==> src/include/fetch_config.svh <==
// Fetch queue depth, RAM size and word address width
`ifndef FETCH_CONFIG_SVH
`define FETCH_CONFIG_SVH

// Queue entries, 4 or 8
`define FQ_DEPTH 4

// 64-bit RAM words; block numbers at or above this fault
`define MEM_WORDS 64

`define MEM_ADDR_W 6

`endif

==> src/rtl/fetch_pkg.sv <==
// Fetch-side types for parcels, instructions, blocks, parcel masks and fetch addresses
package fetch_pkg;

    // One 16-bit instruction parcel
    typedef logic [15:0] parcel_t;

    // Issued instruction, 16-bit ones sit in the low half
    typedef logic [31:0] inst_t;

    // Four parcels, parcel 0 in bits 15:0
    typedef logic [63:0] fetch_block_t;

    // One bit per parcel of a block
    typedef logic [3:0] parcel_mask_t;

    // Parcel address: block number in 15:2, start parcel in 1:0
    typedef logic [15:0] fetch_addr_t;

endpackage

==> src/rtl/mem_pkg.sv <==
// Memory-side types for word address, data word and arbiter state
`include "fetch_config.svh"

package mem_pkg;

    typedef logic [`MEM_ADDR_W-1:0] mem_addr_t;

    typedef logic [63:0] mem_data_t;

    // Owner of the RAM read that returns next cycle
    typedef enum logic [1:0] {
        arb_idle,
        arb_fetch_read,
        arb_load_read
    } arb_state_e;

endpackage

==> src/rtl/fetch_gen.sv <==
// Fetch generator with block addressing, queue credits and block write into the fetch queue
`timescale 1ns/100ps
`include "fetch_config.svh"

module fetch_gen (
    input  logic                    core_clk,
    input  logic                    core_reset_n,
    input  logic                    fetch_kill,
    input  fetch_pkg::fetch_addr_t  redirect_pc,
    output logic                    fetch_req,
    output fetch_pkg::fetch_addr_t  fetch_addr,
    input  logic                    fetch_gnt,
    input  logic                    fetch_rvalid,
    input  logic                    fetch_fault,
    input  mem_pkg::mem_data_t      rdata,
    output logic                    fq_wr,
    output fetch_pkg::parcel_mask_t fq_wr_valid,
    output fetch_pkg::fetch_block_t fq_wr_inst,
    output logic                    fq_wr_bblk_start,
    output fetch_pkg::parcel_mask_t fq_wr_xcpt,
    input  logic                    fq_rd
);
    import fetch_pkg::*;

    localparam int credit_w = $clog2(`FQ_DEPTH) + 1;

    logic                active;
    fetch_addr_t         next_addr;
    logic [credit_w-1:0] credits;
    logic                first_blk;
    logic                drop;
    logic                infl_first;
    parcel_mask_t        infl_mask;
    parcel_mask_t        gnt_mask;

    // Idle after reset until a redirect supplies a pc
    assign fetch_req  = active & (credits != '0);
    assign fetch_addr = next_addr;

    // First block after a redirect starts at the redirect parcel
    assign gnt_mask = first_blk ? (4'b1111 << next_addr[1:0]) : 4'b1111;

    always_ff @(posedge core_clk or negedge core_reset_n) begin
        if (!core_reset_n) begin
            active    <= 1'b0;
            next_addr <= '0;
            credits   <= credit_w'(`FQ_DEPTH);
            first_blk <= 1'b0;
            drop      <= 1'b0;
        end else if (fetch_kill) begin
            active    <= 1'b1;
            next_addr <= redirect_pc;
            credits   <= credit_w'(`FQ_DEPTH);
            first_blk <= 1'b1;
            drop      <= fetch_gnt;                          // Read granted now returns stale
        end else begin
            drop    <= 1'b0;
            credits <= credits - credit_w'(fetch_gnt) + credit_w'(fq_rd);
            if (fetch_gnt) begin
                next_addr <= {next_addr[15:2] + 14'd1, 2'b00};
                first_blk <= 1'b0;
            end
        end
    end

    // Attributes of the read in flight, used when it returns next cycle
    always_ff @(posedge core_clk) begin
        if (fetch_gnt) begin
            infl_first <= first_blk;
            infl_mask  <= gnt_mask;
        end
    end

    assign fq_wr            = fetch_rvalid & ~drop;
    assign fq_wr_valid      = infl_mask;
    assign fq_wr_inst       = fetch_fault ? '0 : rdata;
    assign fq_wr_bblk_start = infl_first;
    assign fq_wr_xcpt       = fetch_fault ? infl_mask : '0; // Every valid parcel takes the fault

endmodule

==> config.mk <==
export PLATFORM = sky130hd
export DESIGN_NAME = fetch_gen
export DESIGN_NICKNAME = d
export VERILOG_FILES = /design/src/rtl/fetch_pkg.sv /design/src/rtl/mem_pkg.sv /design/src/rtl/fetch_gen.sv
export VERILOG_INCLUDE_DIRS = /design/src /design/src/include
export SDC_FILE = /design/constraint.sdc
export NUM_CORES = 1
export LEC_CHECK = 0
export BUFFER_PORTS_ARGS = -buffer_cell sky130_fd_sc_hd__buf_2
export CORE_MARGIN = 2
export CORE_UTILIZATION = 34
export DETAILED_ROUTE_END_ITERATION = 16
export MAX_ROUTING_LAYER = met4
export PLACE_DENSITY = 0.77
export SLEW_MARGIN = 20
export SYNTH_ARGS = -nofsm -noshare
export SYNTH_HDL_FRONTEND = slang
export SYNTH_SLANG_ARGS = --single-unit
export TNS_END_PERCENT = 5
==> constraint.sdc <==
create_clock -name core_clk -period 4.2 [get_ports core_clk]
set_input_delay 0.21 -clock core_clk [delete_from_list [all_inputs] [get_ports core_clk]]
set_output_delay 0.21 -clock core_clk [all_outputs]
set_load 0.01 [all_outputs]
==> impl_metrics.ini <==
[clock_network]
cts_root_buffer = clkbuf_8
cts_htree_levels = 1
cts.clk_slew.worst_paths_ns = 0.09
cts_buffers = 3
cts_tree = done
clk_latency_ns = 0.28
cts_sinks = 26
cts_resized = 0
cts.path.max_buffers = 2

[yosys]
async_flop_share_pct = 84.6
netlist.area_leader.share_pct = 29.6
synth-seq-cells = 26
synth.largest_area_cell = dfrtp_1
avgSynthCellArea_sq_um = 8.80
netlist_instances = 202
yosys-top-cells-area = dfrtp_1 (30%), nor2b_1 (24%), edfxtp_1 (6.8%)
yosysWarnings = 0
yosysSeqAreaShare_pct = 37.8
synth-edff-count = 4
synth.most_common_cell = nor2b_1
synth_flop_cell = dfrtp_1
netlist_area_sq_um = 1780
synth_common_cells = nor2b_1 (67), dfrtp_1 (21), nand2_1 (19)
synthDistinctLibCells = 30
synthesis.nets = 293

[run_status]
status = finished clean

[power]
vdd_ir_drop_max_v = 0.000236
leakage_nw = 1.44
switching_share_pct = 30.7
power_frac_seq_pct = 41.5
p_clk_share_pct = 27.2
combPwrFrac_pct = 31.3
p_switching_uw = 238
powerDensity_nw_per_um2 = 282
p_int_uw = 536

[global_routing]
antenna_found_initial = 2
grt_pass1_vias = 1997
grt_pass1_wl_mm = 10.0
grtUsageTotal_pct = 21.7
grt_max_degree = 69
gr-total-overflow = 0

[detailed_routing]
drtPass1Iterations = 4
via_per_inst = 4.62
drc = 0
antenna_left = 0
wl_mm = 6.29
drt-initial-drc-count = 66
routedWlPerCell_um = 14.3
vias = 2034

[timing]
min_period_ns = 1.80
slew_headroom_pct = 61.2
finClkSkew_ns = 0.00574
rsz0062_at_grt = no
maxSlewViolCount = 0
setup_viol = 0
setup-tns-final_ns = 0
post-route-period-util_pct = 42.9
finalHoldViolCount = 0
max_freq_ghz = 0.555
worst_pin_slew_ns = 0.582

[final_layout]
area_growth_syn_to_layout_pct = 54.2
post-route-util_pct = 54.0
seqCellArea_sq_um = 672
layout-drive-gt1-share_pct = 50.8
multiInputGateArea_sq_um = 993
final_cells = 440
nFillCells = 466
fin_nets = 460

[floorplanning]
fp.dieH_um = 76.3
coreArea_sq_um = 5070
die_w_um = 76.3
io_pins = 178
placementRows = 26
initial_core_util_pct = 35.0
dieArea_sq_um = 5820

[placement]
dpl.cell_count = 433
hpwl_mm = 5.29
port_buffers = 176
gp_congestion = 0.877

[setup_path]
worstSetupPathType = reg -> reg
r2r_end = fetch_addr[15]
worstPathMaxFanout = 5
reg2reg_setup_slack_ns = 2.40
rr_worst_depth = 4
start_kind = flop
arrival_ns = 2.02
timing.rr.start = fetch_addr[7]
cp_data_required_time_ns = 4.41
cp-end-kind = flop

[job]
drv_cap = 0

[worst_hold_path]
worstHoldStart = redirect_pc[9]
hold_depth = 3
min_path_type = in -> reg
min_to = fetch_addr[9]
worst max path at each step:
stage / from / end / slack, ns / depth (start not counted)
after floorplan: fetch_addr[5] / fetch_addr[15] / 2.47 / 4
after global placement: fetch_gnt / fetch_addr[15] / 2.38 / 5
after detailed placement: fetch_gnt / fetch_addr[15] / 2.35 / 5
after CTS: fetch_addr[7] / fetch_addr[15] / 2.40 / 4
after global routing: fetch_addr[7] / fetch_addr[15] / 2.32 / 4
final: fetch_addr[7] / fetch_addr[15] / 2.40 / 4
state kept, by name, summed over array words and instances (netlist names):
| register | count |
|---|---|
| credits | 3 |
| first_blk | 1 |
| fq_wr_valid | 3 |
| fq_wr_bblk_start | 1 |
| fetch_addr | 16 |
| drop | 1 |
| active | 1 |
routing by layer:
metal	global-route usage [%]	vias to the layer above	wire length [um]
li1	-	978	-
met1	28.3	955	2730
met2	34.4	93	3040
met3	3.55	8	402
met4	7.27	0	116
met5	-	-	0
logic make-up (layout without fill, tap and decap cells):
logic type | after synthesis | after routing | synth area share, %
AOI/OAI and AO/OA | 16 | 16 | 4.86
xor gates and xnor gates | 14 | 14 | 6.90
adders and majority gates | 4 | 4 | 3.24
buffers and inverters | 20 | 186 | 6.33
DFF | 26 | 26 | 37.8
muxes | 4 | 4 | 2.46
other | 1 | 3 | 0.211
and+or+nand+nor | 117 | 117 | 38.2
timing repair:
action	in CTS	in global routing
endpoints found under the hold margin	21	0
setup buffers	0	0
hold buffers	1	0
through the flow:
step | hold slack (ns) | instance area, sq um | worst slack [ns] | total power, mW
finish | 0.138 | 2740 | 2.40 | 0.774
floorplan | -0.0856 | 1780 | 2.47 | 0.456
global placement | 0.203 | 2650 | 2.38 | 0.559
global route | 0.151 | 2740 | 2.32 | 0.817
detailed placement | 0.200 | 2650 | 2.35 | 0.568
CTS | 0.135 | 2730 | 2.40 | 0.778
layout make-up:
cell class	count	share of cell area, %
inverter	5	0.685
timing repair buffer	177	32.6
antenna	2	0.183
sequential	26	24.5
clock inverter	1	1.10
multi-input combinational	156	36.2
tap	70	3.19
clock buffer	3	1.51
placed cells by master, fill, tap and decap left out, drive strengths merged, types with 2 or more instances in the layout:
cell / instances
mux2: 3
nand2b: 3
xor2: 7
and2: 4
dfrtp: 21
diode: 2
edfxtp: 4
nor4: 4
or4: 2
nand4: 3
o21ai: 14
nand3: 9
ha: 3
inv: 5
clkbuf: 3
nor2: 3
xnor2: 7
nand2: 19
nor3: 2
buf: 176
nor2b: 67
critical path: stages (launching register included):
cell and delay [ns]:
dfrtp_1 0.43, nand3_1 0.20, or4_1 0.55, or4_1 0.48, nand3_1 0.09
power by group through the flow:
stage / Combinational, mW / Clock (mW) / Sequential, mW
2_1_floorplan: 0.130 / 0 / 0.326
3_3_place_gp: 0.237 / 0 / 0.322
3_5_place_dp: 0.244 / 0 / 0.325
4_1_cts: 0.245 / 0.212 / 0.321
5_1_grt: 0.271 / 0.221 / 0.325
6_report: 0.242 / 0.211 / 0.321
No activity file was read; power rests on OpenSTA's default activity.
