## src/include/fetch_config.svh

```systemverilog
// Fetch queue depth, RAM size and word address width
`ifndef FETCH_CONFIG_SVH
`define FETCH_CONFIG_SVH

// Queue entries, 4 or 8
`define FQ_DEPTH 4

// 64-bit RAM words; block numbers at or above this fault
`define MEM_WORDS 64

`define MEM_ADDR_W 6

`endif

```

## src/rtl/fetch_pkg.sv

```systemverilog
// Fetch-side types for parcels, instructions, blocks, parcel masks and fetch addresses
package fetch_pkg;

    // One 16-bit instruction parcel
    typedef logic [15:0] parcel_t;

    // Issued instruction, 16-bit ones sit in the low half
    typedef logic [31:0] inst_t;

    // Four parcels, parcel 0 in bits 15:0
    typedef logic [63:0] fetch_block_t;

    // One bit per parcel of a block
    typedef logic [3:0] parcel_mask_t;

    // Parcel address: block number in 15:2, start parcel in 1:0
    typedef logic [15:0] fetch_addr_t;

endpackage

```

## src/rtl/mem_pkg.sv

```systemverilog
// Memory-side types for word address, data word and arbiter state
`include "fetch_config.svh"

package mem_pkg;

    typedef logic [`MEM_ADDR_W-1:0] mem_addr_t;

    typedef logic [63:0] mem_data_t;

    // Owner of the RAM read that returns next cycle
    typedef enum logic [1:0] {
        arb_idle,
        arb_fetch_read,
        arb_load_read
    } arb_state_e;

endpackage

```

## src/rtl/mem_arbiter.sv

```systemverilog
// RAM arbiter between fetch and load requesters with read data return and range check
`timescale 1ns/100ps
`include "fetch_config.svh"

module mem_arbiter (
    input  logic                  core_clk,
    input  logic                  core_reset_n,
    input  logic                  fetch_req,
    input  fetch_pkg::fetch_addr_t fetch_addr,
    output logic                  fetch_gnt,
    output logic                  fetch_rvalid,
    output logic                  fetch_fault,
    input  logic                  load_req,
    input  mem_pkg::mem_addr_t    load_addr,
    output logic                  load_gnt,
    output logic                  load_done,
    output mem_pkg::mem_data_t    load_data,
    output mem_pkg::mem_data_t    rdata,
    output logic                  ram_en,
    output mem_pkg::mem_addr_t    ram_addr,
    input  mem_pkg::mem_data_t    ram_rdata
);
    import mem_pkg::*;

    arb_state_e state;
    logic       load_pend;
    mem_addr_t  load_addr_q;
    logic       fair_load;
    logic       oob_q;
    logic       fetch_oob;
    logic       load_want;
    mem_addr_t  load_addr_sel;
    logic       load_win;
    logic       fetch_win;

    assign load_want     = load_req | load_pend;          // Load pulse waits here if it loses
    assign load_addr_sel = load_pend ? load_addr_q : load_addr;
    assign fetch_oob     = (fetch_addr[15:2] >= 14'(`MEM_WORDS));

    // Load wins ties unless it won last time while fetch was waiting
    assign load_win  = load_want & ~(fetch_req & fair_load);
    assign fetch_win = fetch_req & ~load_win;

    assign fetch_gnt = fetch_win;
    assign load_gnt  = load_win;
    assign ram_en    = load_win | (fetch_win & ~fetch_oob); // No RAM cycle for a faulting block
    assign ram_addr  = load_win ? load_addr_sel : fetch_addr[`MEM_ADDR_W+1:2];

    always_ff @(posedge core_clk or negedge core_reset_n) begin
        if (!core_reset_n) begin
            state     <= arb_idle;
            load_pend <= 1'b0;
            fair_load <= 1'b0;
            oob_q     <= 1'b0;
        end else begin
            state     <= load_win ? arb_load_read :
                         fetch_win ? arb_fetch_read : arb_idle;
            load_pend <= load_want & ~load_win;
            fair_load <= load_win & fetch_req;
            oob_q     <= fetch_win & fetch_oob;
        end
    end

    always_ff @(posedge core_clk) begin
        if (load_req) begin
            load_addr_q <= load_addr;
        end
    end

    assign fetch_rvalid = (state == arb_fetch_read);
    assign fetch_fault  = fetch_rvalid & oob_q;
    assign load_done    = (state == arb_load_read);
    assign load_data    = ram_rdata;
    assign rdata        = ram_rdata;

endmodule

```

## config.mk

```make
export PLATFORM = sky130hd
export DESIGN_NAME = mem_arbiter
export DESIGN_NICKNAME = d
export VERILOG_FILES = /design/src/rtl/fetch_pkg.sv /design/src/rtl/mem_pkg.sv /design/src/rtl/mem_arbiter.sv
export VERILOG_INCLUDE_DIRS = /design/src /design/src/include
export SDC_FILE = /design/constraint.sdc
export NUM_CORES = 1
export LEC_CHECK = 0
export ABC_AREA = 1
export BUFFER_PORTS_ARGS = -buffer_cell sky130_fd_sc_hd__buf_2
export CAP_MARGIN = 0
export CORE_AREA = 3 3 89 91
export CTS_BUF_LIST = sky130_fd_sc_hd__clkbuf_8
export CTS_CLUSTER_SIZE = 30
export DETAILED_ROUTE_END_ITERATION = 10
export DIE_AREA = 0 0 92 94
export PLACE_DENSITY_LB_ADDON = 0.25
export SYNTH_ARGS = -nofsm -noshare
export SYNTH_HDL_FRONTEND = slang
export SYNTH_SLANG_ARGS = --single-unit
export TNS_END_PERCENT = 1
```

## constraint.sdc

```tcl
create_clock -name core_clk -period 1.04 [get_ports core_clk]
set_input_delay 0.208 -clock core_clk [delete_from_list [all_inputs] [get_ports core_clk]]
set_output_delay 0.208 -clock core_clk [all_outputs]
set_load 0.03 [all_outputs]
```

==> results.env, run 1 <==
FAILING_CHECKS='negative setup slack'
POWER.SWITCHING_W=0.000385
DRT-TOTAL-WL_UM=2660
WORST-SLEW-PIN-TRANSITION_NS=0.152
FINALMAXSLEWVIOLATIONS=0
CLK-INSERTION-DELAY-LATE_NS=0.23
DESIGN.DIE.AREA_UM2=8650
DIE_H_UM=94
WARNINGS_FROM_YOSYS=0
CLK_PIN_SLEW_WORST_PATHS_NS=0.05
SWSHARE=0.293
TIMING.MAX_CAP.VIOLATIONS=0
VDD_IR_DROP_MAX_uV=316
FINAL-HOLD-VIOLATION-COUNT=0
RUN_STATUS='complete, but fails checks'
VIAS_AFTER_DETAILED_ROUTING=706
SYNTH_SEQ_AREA_SHARE=0.200
YOSYS.AREA.TOP_TYPE='buf_4'
CP.REQUIRED_NS=0.83
FINAL.PERIOD_UTILIZATION=1.41
MAX-CLOCK-PATH-BUFFERS=2
NUMCTSBUFFERS=3
IO_BUFFERS=35
MAPPEDNETLISTAREA_UM2=1520
SYNTH_AREA_LEADERS='buf_4, edfxtp_1, nand2_1, dfrtp_1, nor2_1'
SETUP-VIOLATIONS-FINAL=13
ANT_NETS=0
FINAL_PERIOD_MINUS_WORST_SETUP_SLACK_NS=1.47
GRT_FIRST_PASS_WIRELENGTH_UM=4020
DETAIL_ROUTE.DRC_VIOLATIONS=0
SEQ_POWER_SHARE=0.385
TIMING.HOLD.WORST.START='load_addr[4]'
ANTENNA_FOUND_INITIAL=1
IOS=230
MAXCLOCKFREQUENCY_GHz=0.680
CLKSINKCOUNT=11
DESIGN.CORE.AREA_UM2=7210
NETLIST.AREA_LEADER.SHARE=0.631
CLK_ROOT_BUFFER_CELL='clkbuf_8'
RR_STARTPOINT='load_pend$_DFF_PN0_'
PLACEMENTROWS=31
PLACED_CELLS_INCL_TAPS=213
POWER.COMBINATIONAL.FRACTION=0.300
FINALNONFILLERCELLS=220
SETUP.WORST_PATH.END_CLASS='output pin'
RATIO_OF_ROUTED_VIAS_TO_STANDARD_CELLS=3.21
WORST_SETUP_PATH_START_KIND='register'
N_ANTENNA_CELL=0
DETAILEDROUTE.FIRSTITERATIONVIOLATIONS=24
DP.FINAL_HPWL_UM=2160
P_LEAK_nW=0.542
SYNTH.AVG_CELL_AREA_UM2=7.58
STARTING_DENSITY_OF_THE_CORE=0.211
WORST_SETUP_SP='load_pend$_DFF_PN0_'
TRITONCTS='built'
INTERNAL_POWER_W=0.000929
TIMING.MAX_SLEW.REL_SLACK=0.898
GRT_OVERFLOW_TOTAL=0
GPL.FINAL_WEIGHTED_CONGESTION=0.633
FIRST_PASS_ITERS=2
POST_SYNTH_INST_COUNT=201
SYNTH.FF_LATCH_COUNT=11
WORSTPATHMAXFANOUT=8
FINAL.SETUP.WORST_SLACK_NS=-0.430
CRITPATHKIND='reg -> out'
NUM-NETS-FINAL=212
POWER.DENSITY_CELL_AREA_nW_PER_UM2=1190
VIA_COUNT_OF_THE_FIRST_GLOBAL_ROUTING_PASS=800
MAPPEDNETLISTNETS=291
CLOCK-SKEW-FINAL_NS=0.000182
SYN2LAYOUT_AREA_GROWTH_PCT=-27.3
CTS_MAX_LEVEL=1
GRT_START_MAX_NET_PINS=9
WORST_EP_ARRIVAL_TIME_NS=1.26
GRT_SETUP_UNREPAIRED='yes'
FINALSETUPTNS_NS=-3.92
PWR-SHARE-CLK=0.315
YS_TYPES=11
DRT-WIRELENGTH-PER-CELL_UM=12.1
DRIVE_ABOVE_1_SHARE=0.570
DIE_W_UM=92
HOLD_PATH_CLASS='in -> reg'
GRT_TOTAL_USAGE=0.0610
sequential cells by signal, summed over array words and instances, names as in the netlist:
register and flops:
state 2, load_addr_q 6, fair_load 1, oob_q 1, load_pend 1
final timing paths:
path / end / slack, ns / cells past startpoint
worst min-delay path: load_addr_q[4]$_DFFE_PP_ / 0.17 / 1
worst max register to register: oob_q$_DFF_PN0_ / -0.02 / 5
min in group asynchronous: oob_q$_DFF_PN0_ / 0.32 / 2
worst max-delay path: ram_addr[5] / -0.43 / 6
max in group asynchronous: load_pend$_DFF_PN0_ / 0.56 / 2
worst min register to register: load_pend$_DFF_PN0_ / 0.55 / 2
Yosys cell counts:
master and count:
edfxtp_1 6, nand2_1 41, nand2_2 1, inv_2 1
inv_1 5, nor2_1 11, buf_6 1, buf_4 128
and3_1 1, dfrtp_1 5, o21ai_4 1
placed cells by master (no fill, tap or decap):
cell / synthesis / routed
nand2_1: 41 / 27
buf_2: 0 / 23
nand2_2: 1 / 13
buf_4: 128 / 12
nor2_1: 11 / 10
buf_6: 1 / 8
edfxtp_1: 6 / 6
inv_1: 5 / 4
dfrtp_1: 5 / 4
clkbuf_8: 0 / 3
inv_2: 1 / 2
nand2_4: 0 / 2
o21ai_4: 1 / 1
inv_8: 0 / 1
nor2_2: 0 / 1
and3_4: 0 / 1
dlygate4sd3_1: 0 / 1
dfrtp_2: 0 / 1
buf_12: 0 / 1
routing by layer:
layer,wire (um),GRT usage,vias up
li1,-,-,318
met1,846,0.0520,278
met2,1110,0.0852,53
met3,372,0.0369,55
met4,308,0.0842,2
met5,20,0,-
power by group through the flow:
stage	Clock (W)	Sequential [W]	Combinational, W
floorplan	0	0.000510	0.00110
global placement	0	0.000513	0.000310
detailed placement	0	0.000513	0.000310
CTS	0.000442	0.000505	0.000399
global route	0.000464	0.000508	0.000428
finish	0.000414	0.000506	0.000394
timing repair:
| action | 4_1_cts | 5_1_grt |
|---|---|---|
| pin swaps | 2 | 1 |
| hold buffers | 1 | 0 |
| buffers inserted | 2 | 0 |
| gates resized for setup | 33 | 4 |
| endpoints found under the hold margin | 5 | 0 |
| setup endpoints to repair | 15 | 15 |
worst max-delay path, stage by stage, from the launching register on:
cell	delay [ns]
dfrtp_2	0.43
o21ai_4	0.16
buf_12	0.15
inv_8	0.05
nand2_2	0.05
nand2_2	0.05
buf_6	0.13
kinds of logic after synthesis:
| family | count (synthesis) | share of synthesized area |
|---|---|---|
| buffers and inverters | 135 | 0.653 |
| and+or+nand+nor | 54 | 0.136 |
| DFF | 11 | 0.200 |
| AOI/OAI and AO/OA | 1 | 0.0107 |
metrics by stage:
stage / power (W) / hold WS, ns / worst slack (ns) / utilization / cell area (um2)
2_1_floorplan: 0.00161 / -0.0876 / -0.222 / - / 1540
3_3_place_gp: 0.000823 / 0.0426 / -0.281 / 0.128 / 921
3_5_place_dp: 0.000823 / 0.0424 / -0.322 / 0.128 / 921
4_1_cts: 0.00135 / 0.162 / -0.455 / 0.153 / 1100
5_1_grt: 0.00140 / 0.154 / -0.496 / 0.153 / 1110
6_report: 0.00131 / 0.169 / -0.430 / 0.153 / 1110
layout make-up:
class / instances / area (um2)
fillers: 849 / 6110
repair buffers: 45 / 325
flip-flops and latches: 11 / 307
multi-input cells: 55 / 277
well taps: 99 / 124
clock buffers: 3 / 41.3
inverters: 6 / 30.0
clock inverters: 1 / 3.75
(Power assumes the default switching activity.)
==> run 2, diff against run 1 <==
- ABC_AREA: 1 -> not set
- REMOVE_ABC_BUFFERS: not set -> 1
==> run 2 against run 1 <==
The flow still finishes with violations (negative setup slack). Cell count shrank 13%. Register-to-register slack is essentially flat. Sequential share of layout area shrank 1.3 points. Maximum frequency shrank 15%. Largest cell class unchanged. Largest power group unchanged. Highest routed layer unchanged.
==> results.env, run 2 <==
RUN_STATUS='complete, but fails checks'
FAILING_CHECKS='negative setup slack'
POWER.SWITCHING_W=0.000354  # -8.2%
WORST-SLEW-PIN-TRANSITION_NS=0.497  # +0.345 ns
CLK_ROOT_BUFFER_CELL='clkbuf_8'
SYNTH.FF_LATCH_COUNT=11  # unchanged
WORST_SETUP_PATH_START_KIND='register'
CLOCK-SKEW-FINAL_NS=0.000237  # +0.0000554 ns
GPL.FINAL_WEIGHTED_CONGESTION=0.793  # +25%
BIGGESTREGSBYFLOPS='load_addr_q (6), state (2)'
MAX-CLOCK-PATH-BUFFERS=2  # unchanged
YS_TOP_CELLS_BY_COUNT='buf_4, mux2_2, edfxtp_1, dfrtp_1, nor2_1'
STARTING_DENSITY_OF_THE_CORE=0.211  # -0.000520
IOS=230  # unchanged
WORSTPATHMAXFANOUT=4  # -4
DRT-WIRELENGTH-PER-CELL_UM=60.0  # +400%
ANTENNA_FOUND_INITIAL=0  # -1
TIMING.MAX_SLEW.REL_SLACK=0.666  # -0.233
HOLD_PATH_CLASS='in -> reg'
WORSTREGTOREGCELLS=4  # -1
DESIGN.CORE.AREA_UM2=7210  # unchanged
PRE_CTS_SLACK_NS=-0.507  # -0.185 ns
DRIVE_ABOVE_1_SHARE=0.772  # +0.201
GRT_START_MAX_NET_PINS=9  # unchanged
FINAL.PERIOD_UTILIZATION=1.67  # +0.252
MOSTFREQUENTLAYOUTCELL='buf_2'
TIMING.HOLD.WORST.START='load_addr[1]'
SETUP.WORST_PATH.END_CLASS='output pin'
FINAL-HOLD-VIOLATION-COUNT=0  # unchanged
GRT_FIRST_PASS_WIRELENGTH_UM=13300  # +230%
FINAL.SETUP.WORST_SLACK_NS=-0.692  # -0.262 ns
GRT_OVERFLOW_TOTAL=0  # unchanged
FIRST_PASS_ITERS=2  # unchanged
VIAS_AFTER_DETAILED_ROUTING=821  # +16%
MAXCLOCKFREQUENCY_GHz=0.577  # -15%
FINAL_PERIOD_MINUS_WORST_SETUP_SLACK_NS=1.73  # +0.262 ns
TIMING.MAX_CAP.VIOLATIONS=0  # unchanged
PLACEMENTROWS=31  # unchanged
SYNTH_ENABLE_FLOP_CELLS=6  # unchanged
HOLDPATHEND='load_addr_q[1]$_DFFE_PP_'
SEQ_POWER_SHARE=0.383  # -0.002
SYNTH.MOST_COMMON_CELL='buf_4'
LAYOUT.CELLS.MOST_COMMON_LIST='buf_2, buf_6, buf_4'
CLK_PIN_SLEW_WORST_PATHS_NS=0.05  # about the same
MAX_FLOP_REGISTER='load_addr_q'
WARNINGS_FROM_YOSYS=0  # unchanged
POSTSYNTH.TOPFLOPCELL='edfxtp_1'
POWER.DENSITY_CELL_AREA_nW_PER_UM2=1150  # -2.9%
DRT-TOTAL-WL_UM=11500  # +330%
DETAILEDROUTE.FIRSTITERATIONVIOLATIONS=45  # +88%
RR_STARTPOINT='load_pend$_DFF_PN0_'
LARGEST_REGISTER_FF_COUNT=6  # unchanged
SYN2LAYOUT_AREA_GROWTH_PCT=-24.0
RATIO_OF_ROUTED_VIAS_TO_STANDARD_CELLS=4.30  # +34%
TRITONCTS='built'
SYNTH.AVG_CELL_AREA_UM2=9.10  # +20%
N_ANTENNA_CELL=0  # unchanged
NETLIST.AREA_LEADER.SHARE=0.632  # +0.00156
CRITPATHKIND='reg -> out'
DETAIL_ROUTE.DRC_VIOLATIONS=0  # unchanged
CLK-INSERTION-DELAY-LATE_NS=0.23  # about the same
FINISH.UTILIZATION=0.160  # +0.00676
GRT_SETUP_UNREPAIRED='yes'
WORST_EP_ARRIVAL_TIME_NS=1.52  # +0.26 ns
PWR-SHARE-CLK=0.303  # -0.012
NUM-NETS-FINAL=183  # -14%
INTERNAL_POWER_W=0.000979  # +5.4%
MAPPEDNETLISTAREA_UM2=1520  # -0.25%
P_LEAK_nW=0.511  # -5.7%
TIMING.HOLD.WORST_PATH_DEPTH=1  # unchanged
SYNTH_SEQ_AREA_SHARE=0.201  # +0.000495
VDD_IR_DROP_MAX_uV=346  # +9.4%
SETUP-VIOLATIONS-FINAL=13  # unchanged
WORST_SETUP_SP='load_pend$_DFF_PN0_'
NUMCTSBUFFERS=3  # unchanged
FLOP_TO_FLOP_SETUP_SLACK_NS=-0.02  # about the same
POWER.COMBINATIONAL.FRACTION=0.314  # +0.014
SYNTH_AREA_LEADERS='buf_4, edfxtp_1, mux2_2, dfrtp_1, a2bb2oi_4'
DIE_W_UM=92  # unchanged
FINALMAXSLEWVIOLATIONS=0  # unchanged
CTS_MAX_LEVEL=1  # unchanged
ANT_NETS=0  # unchanged
DIE_H_UM=94  # unchanged
POST_SYNTH_INST_COUNT=167  # -17%
REG2REG_TO='state[1]$_DFF_PN0_'
GRT_TOTAL_USAGE=0.256  # +0.195
VIA_COUNT_OF_THE_FIRST_GLOBAL_ROUTING_PASS=835  # +4.4%
CLKSINKCOUNT=11  # unchanged
SWSHARE=0.265  # -0.0279
DESIGN.DIE.AREA_UM2=8650  # unchanged
IO_BUFFERS=35  # unchanged
CP.REQUIRED_NS=0.83  # about the same
YOSYS.AREA.TOP_TYPE='buf_4'
SYNTH_ASYNC_SR_FLOP_SHARE=0.455  # unchanged
YS_TYPES=16  # +5
run 2: through the flow:
stage / instances / instance area [um2] / hold slack [ns] / power (W) / setup TNS (ns)
after detailed placement: 184 / 950 / 0.0249 / 0.000833 / -3.98
after global routing: 191 / 1160 / 0.156 / 0.00141 / -6.88
final: 191 / 1160 / 0.165 / 0.00133 / -6.04
after CTS: 191 / 1150 / 0.154 / 0.00136 / -6.20
after floorplan: 38 / 548 / -0.0876 / 0.000677 / -4.35
after global placement: 184 / 950 / 0.0278 / 0.000829 / -3.76
run 2: power groups by stage:
stage	combinational, W	clock (W)	sequential (W)
after floorplan	0.000164	0	0.000513
after global placement	0.000315	0	0.000514
after detailed placement	0.000317	0	0.000516
after CTS	0.000415	0.000434	0.000507
after global routing	0.000442	0.000459	0.000514
final	0.000419	0.000404	0.000510
run 2: worst max path at each step:
stage	to	slack (ns)	depth (start not counted)
CTS	ram_addr[0]	-0.69	4
detailed placement	ram_addr[5]	-0.51	4
global route	ram_addr[0]	-0.75	4
floorplan	ram_addr[0]	-0.51	2
global placement	ram_addr[5]	-0.50	4
finish	ram_addr[0]	-0.69	4
run 2: cell families (layout without fill, tap and decap cells):
| family | count (synthesis) | count (layout) | synth area share |
|---|---|---|---|
| buffers and inverters | 130 | 55 | 0.642 |
| multiplexers | 12 | 12 | 0.0889 |
| flip-flops | 11 | 11 | 0.201 |
| AND/OR/NAND/NOR | 10 | 10 | 0.0337 |
| AO/OA/AOI/OAI | 4 | 4 | 0.0346 |
run 2: critical path: stages, from the launching register on:
cell and delay, ns:
dfrtp_1 0.39, buf_4 0.16, mux2_2 0.33, mux2_4 0.27, buf_6 0.14
run 2: repair_timing:
item / in CTS / in global routing
setup endpoints to repair: 13 / 14
buffers inserted: 2 / 0
pin swaps: 0 / 1
gates resized for setup: 36 / 3
hold buffers: 1 / 0
endpoints found under the hold margin: 5 / 0
run 2: cell type report:
cell class | count | area (um2)
clock inverters | 1 | 3.75
fillers | 847 | 6060
multi-input cells | 26 | 293
clock buffers | 3 | 41.3
inverters | 1 | 3.75
flip-flops and latches | 11 | 305
well taps | 99 | 124
repair buffers | 50 | 385
run 2: layer usage:
metal / part of all wire / up-vias / global-route usage
met3: 0.25 / 40 / 0.301
li1: - / 252 / -
met4: 0.078 / 4 / 0.175
met1: 0.17 / 341 / 0.127
met5: 0.0090 / - / 0.0962
met2: 0.49 / 184 / 0.437
